File: config.mk
export PLATFORM = sky130hd
export DESIGN_NAME = switch_crossbar
export DESIGN_NICKNAME = d
export VERILOG_FILES = /design/src/common/chiplet_pkg.sv /design/src/hw/switch_crossbar.sv
export SDC_FILE = /design/constraint.sdc
export NUM_CORES = 1
export LEC_CHECK = 0
export ABC_AREA = 1
export BUFFER_PORTS_ARGS = -buffer_cell sky130_fd_sc_hd__buf_4
export CORE_AREA = 2 2 86 88
export DETAILED_ROUTE_END_ITERATION = 8
export DIE_AREA = 0 0 88 90
export GPL_TIMING_DRIVEN = 0
export SLEW_MARGIN = 20
export SYNTH_ARGS = -nofsm -noshare
export SYNTH_HDL_FRONTEND = slang
export SYNTH_SLANG_ARGS = --single-unit
File: constraint.sdc
create_clock -name vclk -period 0.8
set_input_delay 0 -clock vclk [all_inputs]
set_output_delay 0 -clock vclk [all_outputs]
set_load 0.02 [all_outputs]
File: src/common/chiplet_pkg.sv
`default_nettype none

package chiplet_pkg;

    localparam int PKT_LENGTH_WIDTH = 4;
    localparam int PAYLOAD_WIDTH = 32;
    localparam int DEST_PORT_WIDTH = 2;
    localparam int ADDR_WIDTH = PAYLOAD_WIDTH - 1 - DEST_PORT_WIDTH - PKT_LENGTH_WIDTH;

    // Header view of the first flit of a packet.
    typedef struct packed {
        logic reg_access;
        logic [DEST_PORT_WIDTH-1:0] dest_port;
        logic [PKT_LENGTH_WIDTH-1:0] length;
        logic [ADDR_WIDTH-1:0] address;
    } head_payload_t;

    // Head flits decode as hdr, body flits as data.
    typedef union packed {
        head_payload_t hdr;
        logic [PAYLOAD_WIDTH-1:0] data;
    } payload_u;

    typedef struct packed {
        logic vc;
        payload_u payload;
    } flit_t;

    typedef struct packed {
        logic valid;
        flit_t flit;
    } out_flit_t;

    // Length counts the head flit too.
    function automatic logic [PKT_LENGTH_WIDTH-1:0] expected_num_flits(payload_u payload);
        return payload.hdr.length;
    endfunction

endpackage

`default_nettype wire

File: src/hw/switch_crossbar.sv
`timescale 1ns/1ps
`default_nettype none

module switch_crossbar #(
    parameter int NUM_BUFFERS = 2,
    parameter int NUM_OUTPORTS = 4
) (
    input wire logic [NUM_BUFFERS-1:0] active,
    input wire logic [NUM_BUFFERS-1:0] empty,
    input wire chiplet_pkg::flit_t [NUM_BUFFERS-1:0] head,
    input wire logic [NUM_OUTPORTS-1:0] owned,
    input wire logic [NUM_OUTPORTS-1:0][((NUM_BUFFERS > 1) ? $clog2(NUM_BUFFERS) : 1)-1:0] owner_of,
    input wire logic [NUM_OUTPORTS-1:0] out_ready,
    output logic [NUM_BUFFERS-1:0] ren,
    output chiplet_pkg::out_flit_t [NUM_OUTPORTS-1:0] out_port
);

    always_comb begin
        logic go;
        ren = '0;
        for (int p = 0; p < NUM_OUTPORTS; p++) begin
            go = owned[p] && active[owner_of[p]] && !empty[owner_of[p]] && out_ready[p];
            out_port[p].valid = go;
            out_port[p].flit = head[owner_of[p]];
            // Each buffer owns at most one port.
            if (go) begin
                ren[owner_of[p]] = 1'b1;
            end
        end
    end

endmodule

`default_nettype wire

* After elaboration in Yosys (flattened, before gate mapping)
Cells that the tools add are included.
Storage, ports and cells: register bits 0, output and inout port bits 138
Operators by class: $lt $le $gt $ge 8, multiplexer cells 36, bitwise gates (word level) 3, reduce and logical (&&, ||, !) cells 20
Operators with widths (number):
- $mux 33 | 8
- $mux 1 | 20
- $logic_and 1x1->1 | 16
- $lt 1x2->1 const B | 4
- $mux 2 | 4
- $or 2x2->2 | 3
- $demux 1 s1 | 4
- $ge 1x1->1 const B | 4
- $logic_not 1->1 | 4

* Longest topological paths before layout
word-level depth 12, depth in mapped cells 7, gate-level depth less buffers 6

* Worst setup path after synthesis
No wires, ideal clock.
kind input to output, start input port owner_of[0] (netlist bit), end output port out_port[10] (netlist bit), arrival 0.800 ns, required time 0.800 ns, path slack 0.000 ns, cell stages on the path 3, buffers on the path 2, cells stage by stage buf_2 > buf_1 > o21ai_0
RTL lines:
- start, declared | line switch_crossbar.sv:12 | input wire logic [NUM_OUTPORTS-1:0][((NUM_BUFFERS > 1) ? $clog2(NUM_BUFFERS) : 1)-1:0] owner_of,
- end, declared | line switch_crossbar.sv:15 | output chiplet_pkg::out_flit_t [NUM_OUTPORTS-1:0] out_port

==> metrics.txt <==
slew of the pin with the lowest slew margin 0.220 ns; highest metal used met4; DR iter-0 viols 146; Synthesis Warnings 0; initial core utilization 0.237; Setup violations, final 0; layout cells sized above 1 0.438; complex-gate fraction of the synthesized area 0.415; Rows 31; PortBufs 219; maximum VDD drop 0.283 mV; Final Hold Fails 0; largest family of logic cells by synthesized area compound AO/OA/AOI/OAI gates; Top Ports 220; Post-Layout Cell Count 684; largest net degree at the start of global routing 11; Core Region 7020 um^2; adder-cell share of the synthesized area 0; critical path fanouts, max 10; mux contribution to synthesized area 0; Syn Nets around 450; Filler Cells Inserted 773; Mapped Cells 364; Avg WL per Cell 14.8 um; first-pass GRT wire length 15400 um; placer congestion estimate 0.878; Tot GR Track Use 0.236; vias in the first global route between 3000 and 4000; CP Class in -> out; FMAX 1310 MHz; worst min path class in -> out; Mapped Area 1660 um^2; CLK BUF 0; FF+latch area 0 um^2; Post-Syn Area per Cell 4.57 um^2; hpwl dp just under 8000 um; PD cells 816 nW/um^2; routed vias about 3300; commonest non-fill, non-tap cells in the layout 218 x buf_4, 137 x nand2_1, 76 x o21ai_0; final antenna-violating net count 0; Post-Route M1 WL 4000 um; Chip Height 90 um; die footprint 7920 um^2; Syn-to-layout area delta 113%; gr ovfl total 0; final period utilization 0.953; Arrival @ worst endpoint 0.76 ns; Hold Buf Count CTS 0; hold path depth 4; FFs & Latches 0; WL met2 5010 um; fin nets 669; status completed; hold wc startpoint head[40]; Die W 88 um; RSZ-0062 raised after global routing false; distinct cell type count after synthesis 13; Hold Path Sink out_port[7]; CP Launch Type primary input; DRC Markers 0; Routed met3 length about 800 um; Crit. End Element output port; Post-Synth Simple-Gate Area 0.367; initial antenna violation count 0; DR pass1 iterations 5; Total Power 0.00289 W; Total Wirelength 10100 um; Vias per Instance 4.79; Final Max Tran Viols 0; sequential area share after synthesis 0; relative slew slack 0.852; placed instance count between 600 and 700; most common cell after layout, fill and taps aside buf_4; Critical Path RT 0.80 ns; Synth Area in XOR/XNOR 0; Tmin final roughly 0.76 ns; max-cap violation count 0; Static Leak 1.98 nW; diodes inserted 0
==> worst max-delay path, cell delays in order <==
cell and delay (ns):
buf_4 0.14, buf_2 0.19, o21ai_0 0.24, buf_4 0.19
==> power breakdown <==
group | switching, W | internal, W | total (W)
clock network | 0 | 0 | 0
logic | 0.00165 | 0.00124 | 0.00289
registers | 0 | 0 | 0
total | 0.00165 | 0.00124 | 0.00289
==> worst max path at each step <==
stage | from | to | slack, ns | cells after the start
floorplan | owner_of[0] | out_port[10] | 0.0005 | 3
global placement | owner_of[0] | out_port[18] | -0.11 | 4
detailed placement | owner_of[0] | out_port[18] | -0.12 | 4
CTS | owner_of[3] | out_port[131] | 0.008 | 6
global route | owner_of[2] | out_port[87] | 0.001 | 6
finish | owner_of[1] | out_port[43] | 0.04 | 4
==> logic make-up (layout without fill, tap and decap cells) <==
| group | after synthesis | count (layout) |
|---|---|---|
| compound gates | 136 | 136 |
| buf+inv | 72 | 293 |
| simple gates | 156 | 156 |
==> stage by stage <==
stage	utilization	cell area [um^2]	setup TNS, ns	setup slack, ns	hold slack (ns)
after floorplan	-	1660	0	0.000471	0.157
after global placement	0.489	3430	-1.63	-0.115	0.334
after detailed placement	0.489	3430	-1.68	-0.116	0.338
after CTS	0.491	3450	0	0.00841	0.338
after global routing	0.504	3540	0	0.00141	0.352
final	0.504	3540	0	0.0378	0.336
==> final cells by class <==
cell class,count,area [um^2],area share
Inverter,43,164,0.0463
Buffer,29,244,0.0690
Timing Repair Buffer,221,1690,0.478
Tap cell,99,124,0.0350
Multi-Input combinational cell,292,1310,0.371
==> synthesized netlist by cell type <==
cell type / number / share of area
nand2_1: 138 / 0.31
buf_4: 3 / 0.014
nor2_2: 2 / 0.0075
buf_1: 2 / 0.0045
nand4_1: 8 / 0.030
inv_1: 42 / 0.095
buf_6: 8 / 0.054
o211ai_1: 4 / 0.018
o21ai_0: 78 / 0.23
nor2_1: 8 / 0.018
inv_2: 1 / 0.0023
buf_2: 16 / 0.048
o21ai_1: 54 / 0.16
==> per-layer routing <==
metal / vias up / global-route usage
li1: 1628 / -
met1: 1453 / 0.305
met2: 170 / 0.409
met3: 28 / 0.0285
met4: 0 / 0.0590
met5: - / 0
==> timing repair <==
action | 4_1_cts | 5_1_grt
endpoints found under the setup margin | 23 | 46
pin swaps | 0 | 12
buffers inserted | 0 | 1
cloned | 0 | 1
resized for setup | 5 | 23
hold endpoints to repair | 0 | 0
Note: power is estimated with default switching activity, not from simulation.
